===== config.mk =====
export PLATFORM = sky130hd
export DESIGN_NAME = rcc_rst_ctrl_top
export DESIGN_NICKNAME = d
export VERILOG_FILES = /design/src/rcc_pkg.sv /design/src/rcc_sys_rst.sv /design/src/rcc_domain_rst.sv /design/src/rcc_rst_clk_gate.sv /design/src/rcc_lp_req.sv /design/src/rcc_rst_ctrl_top.sv
export SDC_FILE = /design/constraint.sdc
export NUM_CORES = 1
export LEC_CHECK = 0
export ABC_AREA = 1
export ABC_CLOCK_PERIOD_IN_PS = 1970
export BUFFER_PORTS_ARGS = -buffer_cell sky130_fd_sc_hd__buf_2
export CAP_MARGIN = 40
export CORE_MARGIN = 1.5
export CORE_UTILIZATION = 58
export DETAILED_ROUTE_END_ITERATION = 7
export PLACE_DENSITY_LB_ADDON = 0.1
export SLEW_MARGIN = 20
export SYNTH_ARGS = -nofsm -noshare
export SYNTH_HDL_FRONTEND = slang
export SYNTH_SLANG_ARGS = --single-unit

===== constraint.sdc =====
create_clock -name pre_sys_clk -period 1.97 [get_ports pre_sys_clk]
set_input_delay 0 -clock pre_sys_clk [delete_from_list [all_inputs] [get_ports pre_sys_clk]]
set_output_delay 0 -clock pre_sys_clk [all_outputs]
set_load 0.02 [all_outputs]

===== src/rcc_pkg.sv =====
`default_nettype none

package rcc_pkg;

  // ==========================================================================
  // counters
  // ==========================================================================

  // every delay and duration counter, so durations stay at or below 15
  localparam int RCC_CNT_W = 4;

  typedef logic [RCC_CNT_W-1:0] rcc_cnt_t;

  // default domain reset hold, in pre_sys_clk cycles
  localparam int RCC_DEF_RST_DURATION = 10;
  // default clock-on delay after a reset release
  localparam int RCC_DEF_CLK_DELAY = 8;

  // ==========================================================================
  // busy vectors
  // ==========================================================================

  // d1: [0] axi bridge, [1] ahb3 bridge, [2] apb3 bridge, [3] flash
  typedef logic [3:0] d1_busy_t;
  // d2: [0] ahb1, [1] ahb2, [2] apb1, [3] apb2 bridges
  typedef logic [3:0] d2_busy_t;
  // d3: [0] ahb4, [1] apb4 bridges
  typedef logic [1:0] d3_busy_t;

  // reset-gated clock enable fsm
  typedef enum logic [1:0] {
    GATE_HOLD = 2'd0,
    GATE_WAIT = 2'd1,
    GATE_RUN  = 2'd2
  } gate_state_t;

endpackage

`default_nettype wire


===== src/rcc_sys_rst.sv =====
`timescale 1ns/100ps
`default_nettype none

module rcc_sys_rst (
  input  wire logic pre_sys_clk,
  input  wire logic rst_n,
  // pad and power sources
  input  wire logic nrst_in,
  input  wire logic pwr_por_rst,
  input  wire logic pwr_bor_rst,
  input  wire logic pwr_vcore_ok,
  // flash / option bytes
  input  wire logic flash_obl_reload,
  input  wire logic obl_done,
  input  wire logic flash_power_ok,
  input  wire logic hsi_rdy,
  // watchdogs, low-power and software resets
  input  wire logic iwdg1_out_rst,
  input  wire logic iwdg2_out_rst,
  input  wire logic wwdg1_out_rst,
  input  wire logic wwdg2_out_rst,
  input  wire logic ww1rsc,
  input  wire logic ww2rsc,
  input  wire logic lpwr1_rst,
  input  wire logic lpwr2_rst,
  input  wire logic cpu1_sftrst,
  input  wire logic cpu2_sftrst,
  // synchronized resets back from the gates
  input  wire logic sys_sync_rst_n,
  input  wire logic d1_sync_rst_n,
  input  wire logic d2_sync_rst_n,
  output logic      sys_rst_n,
  output logic      obl_rst_n,
  output logic      nrst_out,
  output logic      cpu1_sync_rst_n,
  output logic      cpu2_sync_rst_n,
  output logic      d1_bus_sync_rst_n,
  output logic      d2_bus_sync_rst_n,
  output logic      d3_bus_sync_rst_n
);

  logic hw_init_done;
  logic obl_rst;
  logic any_rst_src;

  // ==========================================================================
  // source tree
  // ==========================================================================

  // power up, vcore ok and option bytes loaded
  assign hw_init_done = !pwr_por_rst && pwr_vcore_ok && !flash_obl_reload && obl_done;

  // option byte load still running or reload requested
  assign obl_rst = !obl_done || flash_obl_reload;

  // obl block comes out of reset once por is gone and vcore is up
  assign obl_rst_n = !pwr_por_rst && pwr_vcore_ok;

  // wwdg only reaches the pad when its rsc bit allows it
  assign any_rst_src = obl_rst || pwr_por_rst || pwr_bor_rst
                    || lpwr1_rst || lpwr2_rst
                    || (wwdg1_out_rst && ww1rsc) || (wwdg2_out_rst && ww2rsc)
                    || iwdg1_out_rst || iwdg2_out_rst
                    || cpu1_sftrst || cpu2_sftrst;

  // ==========================================================================
  // registered system reset and pad request
  // ==========================================================================

  always_ff @(posedge pre_sys_clk) begin
    if (!rst_n || !nrst_in || !hw_init_done) begin
      sys_rst_n <= 1'b0;
    end else begin
      // release needs hsi running and flash powered
      sys_rst_n <= hsi_rdy && flash_power_ok;
    end
  end

  always_ff @(posedge pre_sys_clk) begin
    if (!rst_n) begin
      nrst_out <= 1'b0;
    end else begin
      nrst_out <= !any_rst_src;
    end
  end

  // cpu and bus resets
  assign cpu1_sync_rst_n   = sys_sync_rst_n && d1_sync_rst_n && !wwdg1_out_rst;
  assign cpu2_sync_rst_n   = sys_sync_rst_n && d2_sync_rst_n && !wwdg2_out_rst;
  assign d1_bus_sync_rst_n = sys_sync_rst_n && d1_sync_rst_n;
  assign d2_bus_sync_rst_n = sys_sync_rst_n && d2_sync_rst_n;
  assign d3_bus_sync_rst_n = sys_sync_rst_n;

  // cpu1 stays in reset for as long as the system gate holds it
  a_cpu1_under_sys : assert property (
    @(posedge pre_sys_clk) disable iff (!rst_n)
    !sys_sync_rst_n |-> !cpu1_sync_rst_n
  ) else $error("cpu1 released while system in reset");

endmodule

`default_nettype wire


===== src/rcc_domain_rst.sv =====
`timescale 1ns/100ps
`default_nettype none

module rcc_domain_rst import rcc_pkg::*; #(
  parameter int DURATION   = RCC_DEF_RST_DURATION,
  parameter bit WAIT_FLASH = 1'b0
) (
  input  wire logic pre_sys_clk,
  input  wire logic rst_n,
  input  wire logic pwr_ok,
  input  wire logic flash_power_ok,
  output logic      dom_rst_n
);

  localparam rcc_cnt_t DUR = rcc_cnt_t'(DURATION);

  rcc_cnt_t cnt;
  logic     flash_ok;

  // d2 has no flash, so only d1 waits here
  assign flash_ok = flash_power_ok || !WAIT_FLASH;

  // ==========================================================================
  // hold counter
  // ==========================================================================

  always_ff @(posedge pre_sys_clk) begin
    if (!rst_n || !pwr_ok) begin
      // power loss restarts the whole hold time
      cnt       <= '0;
      dom_rst_n <= 1'b0;
    end else begin
      // saturates at the duration
      if (cnt < DUR) begin
        cnt <= cnt + rcc_cnt_t'(1);
      end
      // release one edge after the count is reached
      if (flash_ok) begin
        dom_rst_n <= (cnt == DUR);
      end
    end
  end

  a_cnt_bound : assert property (
    @(posedge pre_sys_clk) disable iff (!rst_n)
    cnt <= DUR
  ) else $error("domain reset counter above duration");

endmodule

`default_nettype wire


===== src/rcc_rst_clk_gate.sv =====
`timescale 1ns/100ps
`default_nettype none

module rcc_rst_clk_gate import rcc_pkg::*; #(
  parameter int DELAY = RCC_DEF_CLK_DELAY
) (
  input  wire logic pre_sys_clk,
  input  wire logic rst_n,
  input  wire logic src_rst_n,
  input  wire logic arcg_on,
  output logic      sync_rst_n,
  output logic      clk_en
);

  // wait ends once the count reaches delay-1, run lands delay edges
  // after sync release
  localparam rcc_cnt_t LAST = rcc_cnt_t'(DELAY - 1);

  gate_state_t state;
  rcc_cnt_t    cnt;

  // ==========================================================================
  // reset register
  // ==========================================================================

  always_ff @(posedge pre_sys_clk) begin
    if (!rst_n) begin
      sync_rst_n <= 1'b0;
    end else begin
      sync_rst_n <= src_rst_n;
    end
  end

  // ==========================================================================
  // clock-on fsm
  // ==========================================================================

  always_ff @(posedge pre_sys_clk) begin
    if (!rst_n || !sync_rst_n) begin
      state <= GATE_HOLD;
      cnt   <= '0;
    end else begin
      case (state)
        GATE_HOLD: begin
          // first edge after release already counts
          state <= GATE_WAIT;
          cnt   <= rcc_cnt_t'(1);
        end
        GATE_WAIT: begin
          if (cnt >= LAST) begin
            state <= GATE_RUN;
          end else begin
            cnt <= cnt + rcc_cnt_t'(1);
          end
        end
        GATE_RUN: begin
          state <= GATE_RUN;
        end
        default: begin
          state <= GATE_HOLD;
        end
      endcase
    end
  end

  // drops in the same cycle as the sync reset
  // free running when gating is off
  assign clk_en = (state == GATE_RUN && sync_rst_n) || !arcg_on;

  a_en_needs_rst : assert property (
    @(posedge pre_sys_clk) disable iff (!rst_n)
    arcg_on && clk_en |-> sync_rst_n
  ) else $error("clock enabled while held in reset");

endmodule

`default_nettype wire


===== src/rcc_lp_req.sv =====
`timescale 1ns/100ps
`default_nettype none

module rcc_lp_req import rcc_pkg::*; (
  input  wire logic     pre_sys_clk,
  input  wire logic     rst_n,
  input  wire logic     sys_sync_rst_n,
  // cpu and d3 sleep state
  input  wire logic     c1_deepsleep,
  input  wire logic     c2_deepsleep,
  input  wire logic     d3_deepsleep,
  // peripheral allocation across cpus
  input  wire logic     c2_per_alloc_d1,
  input  wire logic     c1_per_alloc_d2,
  input  wire d1_busy_t d1_busy,
  input  wire d2_busy_t d2_busy,
  input  wire d3_busy_t d3_busy,
  // wakeup pulses from pwr
  input  wire logic     pwr_d1_wkup,
  input  wire logic     pwr_d2_wkup,
  input  wire logic     pwr_d3_wkup,
  output logic          rcc_pwr_d1_req,
  output logic          rcc_pwr_d2_req,
  output logic          rcc_pwr_d3_req
);

  logic       d1_any_busy;
  logic       d2_any_busy;
  logic       d3_any_busy;
  // bit 0 d1, bit 1 d2, bit 2 d3
  logic [2:0] req_set;
  logic [2:0] wkup;
  logic [2:0] req;

  // ==========================================================================
  // busy aggregation
  // ==========================================================================

  assign d1_any_busy = |d1_busy;
  assign d2_any_busy = |d2_busy;
  // d3 carries the traffic of both other domains
  assign d3_any_busy = d1_any_busy || d2_any_busy || (|d3_busy);

  // owner stopped, other cpu stopped or owns nothing there, domain idle
  assign req_set[0] = c1_deepsleep && (c2_deepsleep || !c2_per_alloc_d1) && !d1_any_busy;
  assign req_set[1] = c2_deepsleep && (c1_deepsleep || !c1_per_alloc_d2) && !d2_any_busy;
  // everything asleep and nothing in flight
  assign req_set[2] = c1_deepsleep && c2_deepsleep && d3_deepsleep && !d3_any_busy;

  assign wkup = {pwr_d3_wkup, pwr_d2_wkup, pwr_d1_wkup};

  // ==========================================================================
  // request latches
  // ==========================================================================

  always_ff @(posedge pre_sys_clk) begin
    if (!rst_n || !sys_sync_rst_n) begin
      req <= '0;
    end else begin
      // set wins over a wakeup in the same cycle
      req <= req_set | (req & ~wkup);
    end
  end

  assign rcc_pwr_d1_req = req[0];
  assign rcc_pwr_d2_req = req[1];
  assign rcc_pwr_d3_req = req[2];

endmodule

`default_nettype wire


===== src/rcc_rst_ctrl_top.sv =====
`timescale 1ns/100ps
`default_nettype none

module rcc_rst_ctrl_top import rcc_pkg::*; #(
  parameter int D1_RST_DURATION               = RCC_DEF_RST_DURATION,
  parameter int D2_RST_DURATION               = RCC_DEF_RST_DURATION,
  parameter int CLK_ON_AFTER_SYS_RST_RELEASE  = RCC_DEF_CLK_DELAY,
  parameter int CLK_ON_AFTER_D1_RST_RELEASE   = RCC_DEF_CLK_DELAY,
  parameter int CLK_ON_AFTER_D2_RST_RELEASE   = RCC_DEF_CLK_DELAY,
  parameter int CLK_ON_AFTER_CPU1_RST_RELEASE = RCC_DEF_CLK_DELAY,
  parameter int CLK_ON_AFTER_CPU2_RST_RELEASE = RCC_DEF_CLK_DELAY
) (
  input  wire logic     pre_sys_clk,
  input  wire logic     rst_n,
  // reset sources
  input  wire logic     nrst_in,
  input  wire logic     pwr_por_rst,
  input  wire logic     pwr_bor_rst,
  input  wire logic     pwr_vcore_ok,
  input  wire logic     flash_obl_reload,
  input  wire logic     obl_done,
  input  wire logic     flash_power_ok,
  input  wire logic     hsi_rdy,
  input  wire logic     iwdg1_out_rst,
  input  wire logic     iwdg2_out_rst,
  input  wire logic     wwdg1_out_rst,
  input  wire logic     wwdg2_out_rst,
  input  wire logic     ww1rsc,
  input  wire logic     ww2rsc,
  input  wire logic     lpwr1_rst,
  input  wire logic     lpwr2_rst,
  input  wire logic     cpu1_sftrst,
  input  wire logic     cpu2_sftrst,
  // domain power and clock gating
  input  wire logic     pwr_d1_ok,
  input  wire logic     pwr_d2_ok,
  input  wire logic     rcc_arcg_on,
  // low-power inputs
  input  wire logic     c1_deepsleep,
  input  wire logic     c2_deepsleep,
  input  wire logic     d3_deepsleep,
  input  wire logic     c2_per_alloc_d1,
  input  wire logic     c1_per_alloc_d2,
  input  wire d1_busy_t d1_busy,
  input  wire d2_busy_t d2_busy,
  input  wire d3_busy_t d3_busy,
  input  wire logic     pwr_d1_wkup,
  input  wire logic     pwr_d2_wkup,
  input  wire logic     pwr_d3_wkup,
  // resets
  output logic          sys_sync_rst_n,
  output logic          d1_sync_rst_n,
  output logic          d2_sync_rst_n,
  output logic          rcc_obl_sync_rst_n,
  output logic          cpu1_sync_rst_n,
  output logic          cpu2_sync_rst_n,
  output logic          d1_bus_sync_rst_n,
  output logic          d2_bus_sync_rst_n,
  output logic          d3_bus_sync_rst_n,
  output logic          nrst_out,
  // clock enables
  output logic          sys_clk_en,
  output logic          obl_clk_en,
  output logic          d1_clk_en,
  output logic          d2_clk_en,
  output logic          cpu1_clk_en,
  output logic          cpu2_clk_en,
  // low-power requests
  output logic          rcc_pwr_d1_req,
  output logic          rcc_pwr_d2_req,
  output logic          rcc_pwr_d3_req
);

  // unsynchronized releases into the gates
  logic sys_rst_n;
  logic obl_rst_n;
  logic d1_rst_n;
  logic d2_rst_n;

  // ==========================================================================
  // system reset tree
  // ==========================================================================

  rcc_sys_rst u_sys_rst (
    .pre_sys_clk       (pre_sys_clk),
    .rst_n             (rst_n),
    .nrst_in           (nrst_in),
    .pwr_por_rst       (pwr_por_rst),
    .pwr_bor_rst       (pwr_bor_rst),
    .pwr_vcore_ok      (pwr_vcore_ok),
    .flash_obl_reload  (flash_obl_reload),
    .obl_done          (obl_done),
    .flash_power_ok    (flash_power_ok),
    .hsi_rdy           (hsi_rdy),
    .iwdg1_out_rst     (iwdg1_out_rst),
    .iwdg2_out_rst     (iwdg2_out_rst),
    .wwdg1_out_rst     (wwdg1_out_rst),
    .wwdg2_out_rst     (wwdg2_out_rst),
    .ww1rsc            (ww1rsc),
    .ww2rsc            (ww2rsc),
    .lpwr1_rst         (lpwr1_rst),
    .lpwr2_rst         (lpwr2_rst),
    .cpu1_sftrst       (cpu1_sftrst),
    .cpu2_sftrst       (cpu2_sftrst),
    .sys_sync_rst_n    (sys_sync_rst_n),
    .d1_sync_rst_n     (d1_sync_rst_n),
    .d2_sync_rst_n     (d2_sync_rst_n),
    .sys_rst_n         (sys_rst_n),
    .obl_rst_n         (obl_rst_n),
    .nrst_out          (nrst_out),
    .cpu1_sync_rst_n   (cpu1_sync_rst_n),
    .cpu2_sync_rst_n   (cpu2_sync_rst_n),
    .d1_bus_sync_rst_n (d1_bus_sync_rst_n),
    .d2_bus_sync_rst_n (d2_bus_sync_rst_n),
    .d3_bus_sync_rst_n (d3_bus_sync_rst_n)
  );

  // ==========================================================================
  // domain releases
  // ==========================================================================

  // flash sits in d1
  rcc_domain_rst #(.DURATION(D1_RST_DURATION), .WAIT_FLASH(1'b1)) u_d1_rst (
    .pre_sys_clk    (pre_sys_clk),
    .rst_n          (rst_n),
    .pwr_ok         (pwr_d1_ok),
    .flash_power_ok (flash_power_ok),
    .dom_rst_n      (d1_rst_n)
  );

  rcc_domain_rst #(.DURATION(D2_RST_DURATION), .WAIT_FLASH(1'b0)) u_d2_rst (
    .pre_sys_clk    (pre_sys_clk),
    .rst_n          (rst_n),
    .pwr_ok         (pwr_d2_ok),
    .flash_power_ok (flash_power_ok),
    .dom_rst_n      (d2_rst_n)
  );

  // ==========================================================================
  // reset-gated clock enables
  // ==========================================================================

  rcc_rst_clk_gate #(.DELAY(CLK_ON_AFTER_SYS_RST_RELEASE)) u_sys_gate (
    .pre_sys_clk (pre_sys_clk),
    .rst_n       (rst_n),
    .src_rst_n   (sys_rst_n),
    .arcg_on     (rcc_arcg_on),
    .sync_rst_n  (sys_sync_rst_n),
    .clk_en      (sys_clk_en)
  );

  // obl block shares the system delay
  rcc_rst_clk_gate #(.DELAY(CLK_ON_AFTER_SYS_RST_RELEASE)) u_obl_gate (
    .pre_sys_clk (pre_sys_clk),
    .rst_n       (rst_n),
    .src_rst_n   (obl_rst_n),
    .arcg_on     (rcc_arcg_on),
    .sync_rst_n  (rcc_obl_sync_rst_n),
    .clk_en      (obl_clk_en)
  );

  rcc_rst_clk_gate #(.DELAY(CLK_ON_AFTER_D1_RST_RELEASE)) u_d1_gate (
    .pre_sys_clk (pre_sys_clk),
    .rst_n       (rst_n),
    .src_rst_n   (d1_rst_n),
    .arcg_on     (rcc_arcg_on),
    .sync_rst_n  (d1_sync_rst_n),
    .clk_en      (d1_clk_en)
  );

  rcc_rst_clk_gate #(.DELAY(CLK_ON_AFTER_D2_RST_RELEASE)) u_d2_gate (
    .pre_sys_clk (pre_sys_clk),
    .rst_n       (rst_n),
    .src_rst_n   (d2_rst_n),
    .arcg_on     (rcc_arcg_on),
    .sync_rst_n  (d2_sync_rst_n),
    .clk_en      (d2_clk_en)
  );

  // cpu resets are already synchronous, only the enable is taken
  rcc_rst_clk_gate #(.DELAY(CLK_ON_AFTER_CPU1_RST_RELEASE)) u_cpu1_gate (
    .pre_sys_clk (pre_sys_clk),
    .rst_n       (rst_n),
    .src_rst_n   (cpu1_sync_rst_n),
    .arcg_on     (rcc_arcg_on),
    .sync_rst_n  (),
    .clk_en      (cpu1_clk_en)
  );

  rcc_rst_clk_gate #(.DELAY(CLK_ON_AFTER_CPU2_RST_RELEASE)) u_cpu2_gate (
    .pre_sys_clk (pre_sys_clk),
    .rst_n       (rst_n),
    .src_rst_n   (cpu2_sync_rst_n),
    .arcg_on     (rcc_arcg_on),
    .sync_rst_n  (),
    .clk_en      (cpu2_clk_en)
  );

  // ==========================================================================
  // low-power requests
  // ==========================================================================

  rcc_lp_req u_lp_req (
    .pre_sys_clk     (pre_sys_clk),
    .rst_n           (rst_n),
    .sys_sync_rst_n  (sys_sync_rst_n),
    .c1_deepsleep    (c1_deepsleep),
    .c2_deepsleep    (c2_deepsleep),
    .d3_deepsleep    (d3_deepsleep),
    .c2_per_alloc_d1 (c2_per_alloc_d1),
    .c1_per_alloc_d2 (c1_per_alloc_d2),
    .d1_busy         (d1_busy),
    .d2_busy         (d2_busy),
    .d3_busy         (d3_busy),
    .pwr_d1_wkup     (pwr_d1_wkup),
    .pwr_d2_wkup     (pwr_d2_wkup),
    .pwr_d3_wkup     (pwr_d3_wkup),
    .rcc_pwr_d1_req  (rcc_pwr_d1_req),
    .rcc_pwr_d2_req  (rcc_pwr_d2_req),
    .rcc_pwr_d3_req  (rcc_pwr_d3_req)
  );

endmodule

`default_nettype wire


==> impl_metrics.json <==
{
  "first_pass_iters": 6,
  "reg2reg_setup_slack_ns": 0.43,
  "hp-class": "in -> reg",
  "yosysTopAreaCell": "dfxtp_1",
  "multiInputGateArea_um2": 1330,
  "cp_data_arrival_time_ns": 2.11,
  "cap_violations": 0,
  "fin_nets": 531,
  "slowest_stage": "dlygate4sd3_1",
  "insertedDiodeCount": 0,
  "fin_area_um2": 3450,
  "cts_root_buffer": "clkbuf_8",
  "drtAntennaViolNets": 0,
  "seq_area_um2": 1140,
  "synth_most_common_cell": "nand2_1",
  "max-vdd-ir-drop_v": 0.000562,
  "path_common_cell": "dlygate4sd3_1",
  "powerDensity_nw_per_um2": 687,
  "grt_pass1_wl_mm": 9.83,
  "die_width_um": 71.7,
  "postSynthCellCount": 376,
  "ys_ff_latch": 57,
  "critPathKind": "in -> reg",
  "synthToLayoutAreaGrowth_pct": 25.9,
  "placed_cells": 485,
  "drive_gt1_share_pct": 16.9,
  "wl_mm": 5.74,
  "die_area_um2": 5150,
  "path_cells": "dlygate4sd3_1, buf_2, nor4_1, dlygate4sd3_1, nand2_1, dlygate4sd3_1, nor2_1",
  "synth_nets": 445,
  "dr.first_iter.drc_count": 100,
  "synth_ff_type": "dfxtp_1",
  "initial_utilization_pct": 61.7,
  "clock-sinks": 57,
  "port_buffers": 59,
  "cts_buffers": 9,
  "fin_crit_sh_pct": 93.5,
  "status": "completed",
  "avgSynthCellArea_um2": 7.29,
  "routedWlPerCell_um": 11.1,
  "drc": 0,
  "place_congestion": 0.881,
  "drv_slew": 0,
  "core_region_area_um2": 4440,
  "clock_path_buffers": 2,
  "grt_max_degree": 16,
  "async_flop_share_pct": 0,
  "hold_viol_final": 0,
  "final.min_clock_period_ns": 1.84,
  "routed_via_density": 4.94,
  "io_pins": 60,
  "dp_slack_ns": 0.803,
  "rows": 24,
  "critPathMaxFanout": 1,
  "path_clk_slew_ns": 0.07,
  "vias": 2566,
  "synth_area_leaders": "dfxtp_1, ha_1, nand2_1, inv_1, a21oi_1",
  "setup_slack_ns": 0.128,
  "end_kind": "flip-flop",
  "crit_required_ns": 2.24,
  "fillers": 335,
  "clk_latency_ns": 0.33,
  "setup_viol": 0,
  "antenna_found_initial": 0,
  "worstMarginPinSlew_ns": 0.336,
  "path_buf_inv": 4,
  "die_h_um": 71.7,
  "slowest_delay_ns": 0.60,
  "synth.distinct_cells": 22,
  "synth_top_area_share_pct": 41.6,
  "max_freq_mhz": 543,
  "track_usage_pct": 24.6,
  "yosysWarnings": 0,
  "cts-htree-levels": 3,
  "cp_top_family": "buffers and inverters",
  "relSlewSlack_pct": 77.6,
  "synth_seq_area_share_pct": 41.6,
  "cts_tree": "built",
  "p_leak_nw": 1.63,
  "synth_edf_count": 0,
  "fin_cells": 519,
  "clock_skew_ns": 0.00692,
  "fin_setup_tns_ns": 0,
  "dp_hpwl_mm": 4.12,
  "syn_area_um2": 2740,
  "synth_commonest_cells": "nand2_1, inv_1, dfxtp_1, nor2_1, a21oi_1",
  "placed_area_um2": 3080,
  "rsz0062_at_grt": "false",
  "first_global_vias": 2478,
  "overflow": 0,
  "critPathLaunchType": "input pin"
}
worst paths after layout:
kind / start / end / depth (start not counted)
setup / recovery: iwdg1_out_rst / u_sys_rst.nrst_out / 7
setup reg to reg: u_d1_rst.cnt[0] / u_d1_rst.dom_rst_n / 7
hold reg to reg: u_d2_rst.dom_rst_n / u_d2_gate.sync_rst_n / 2
hold / removal: c1_per_alloc_d2 / u_lp_req.req[1] / 4
tightest hold or removal path, delay by kind of cell:
family / cells / cell delay (ns)
compound gates: 2 / 0.18
buf+inv: 1 / 0.07
simple gates: 1 / 0.05
cell families (layout without fill, tap and decap cells):
| logic type | count (synthesis) | after routing | share of synthesized area [%] |
|---|---|---|---|
| compound gates | 62 | 62 | 11.9 |
| buf+inv | 68 | 159 | 9.73 |
| flops | 57 | 57 | 41.6 |
| simple gates | 161 | 161 | 23.9 |
| fa+ha+maj | 28 | 28 | 12.8 |
cell type report:
| class | instances | share of cell area [%] |
|---|---|---|
| Clock inverter | 3 | 1.16 |
| Inverter | 66 | 7.18 |
| Sequential cell | 57 | 33.1 |
| Clock buffer | 13 | 4.31 |
| Multi-Input combinational cell | 251 | 38.6 |
| Tap cell | 52 | 1.89 |
| Timing Repair Buffer | 77 | 13.8 |
routing by layer:
layer / vias to the layer above / wire length (um) / GRT usage (%)
li1: 1358 / - / -
met1: 1144 / 2530 / 26.2
met2: 50 / 2900 / 45.9
met4: 0 / 127 / 11.9
met5: - / 0 / 0
met3: 14 / 182 / 4.78
report_power, final:
group	internal [W]	leakage (nW)	total (W)	switching, W
combinational	0.0000691	1.07	0.000138	0.0000685
clock	0.000616	0.0974	0.00107	0.000449
sequential	0.00116	0.460	0.00117	0.00000769
registers in the layout, indices dropped and copies added (netlist names), 2 cells and up:
name               count
u_cpu1_gate.cnt        4
u_cpu1_gate.state      2
u_cpu2_gate.cnt        4
u_cpu2_gate.state      2
u_d1_gate.cnt          4
u_d1_gate.state        2
u_d1_rst.cnt           4
u_d2_gate.cnt          4
u_d2_gate.state        2
u_d2_rst.cnt           4
u_lp_req.req           3
u_obl_gate.cnt         4
u_obl_gate.state       2
u_sys_gate.cnt         4
u_sys_gate.state       2
timing repair:
item | 4_1_cts | 5_1_grt
endpoints found under the hold margin | 15 | 0
endpoints found under the setup margin | 0 | 0
hold buffers | 18 | 0
gates resized for setup | 0 | 0
buffers inserted | 0 | 0
stage by stage:
step	total power [W]	util, %	hold slack [ns]
final	0.00237	77.6	0.00884
after global routing	0.00245	77.6	0.0371
after CTS	0.00238	77.6	0.000792
after detailed placement	0.00131	69.3	0.216
after global placement	0.00131	69.3	0.213
after floorplan	0.00125	-	0.0785
cell usage in the layout (no fill, tap or decap), types with 2 or more instances in the layout:
cell type and count:
a21oi_1 36, clkinv_2 2, o21a_1 2, buf_2 59, nor3_1 5, clkbuf_8 10, nand2_2 4, o21ai_0 20
dfxtp_1 57, ha_1 28, inv_1 65, dlygate4sd3_1 18, clkbuf_1 3, nand3_1 20, nand2_1 90, nor2_1 38
No activity file was read; power rests on OpenSTA's default activity.
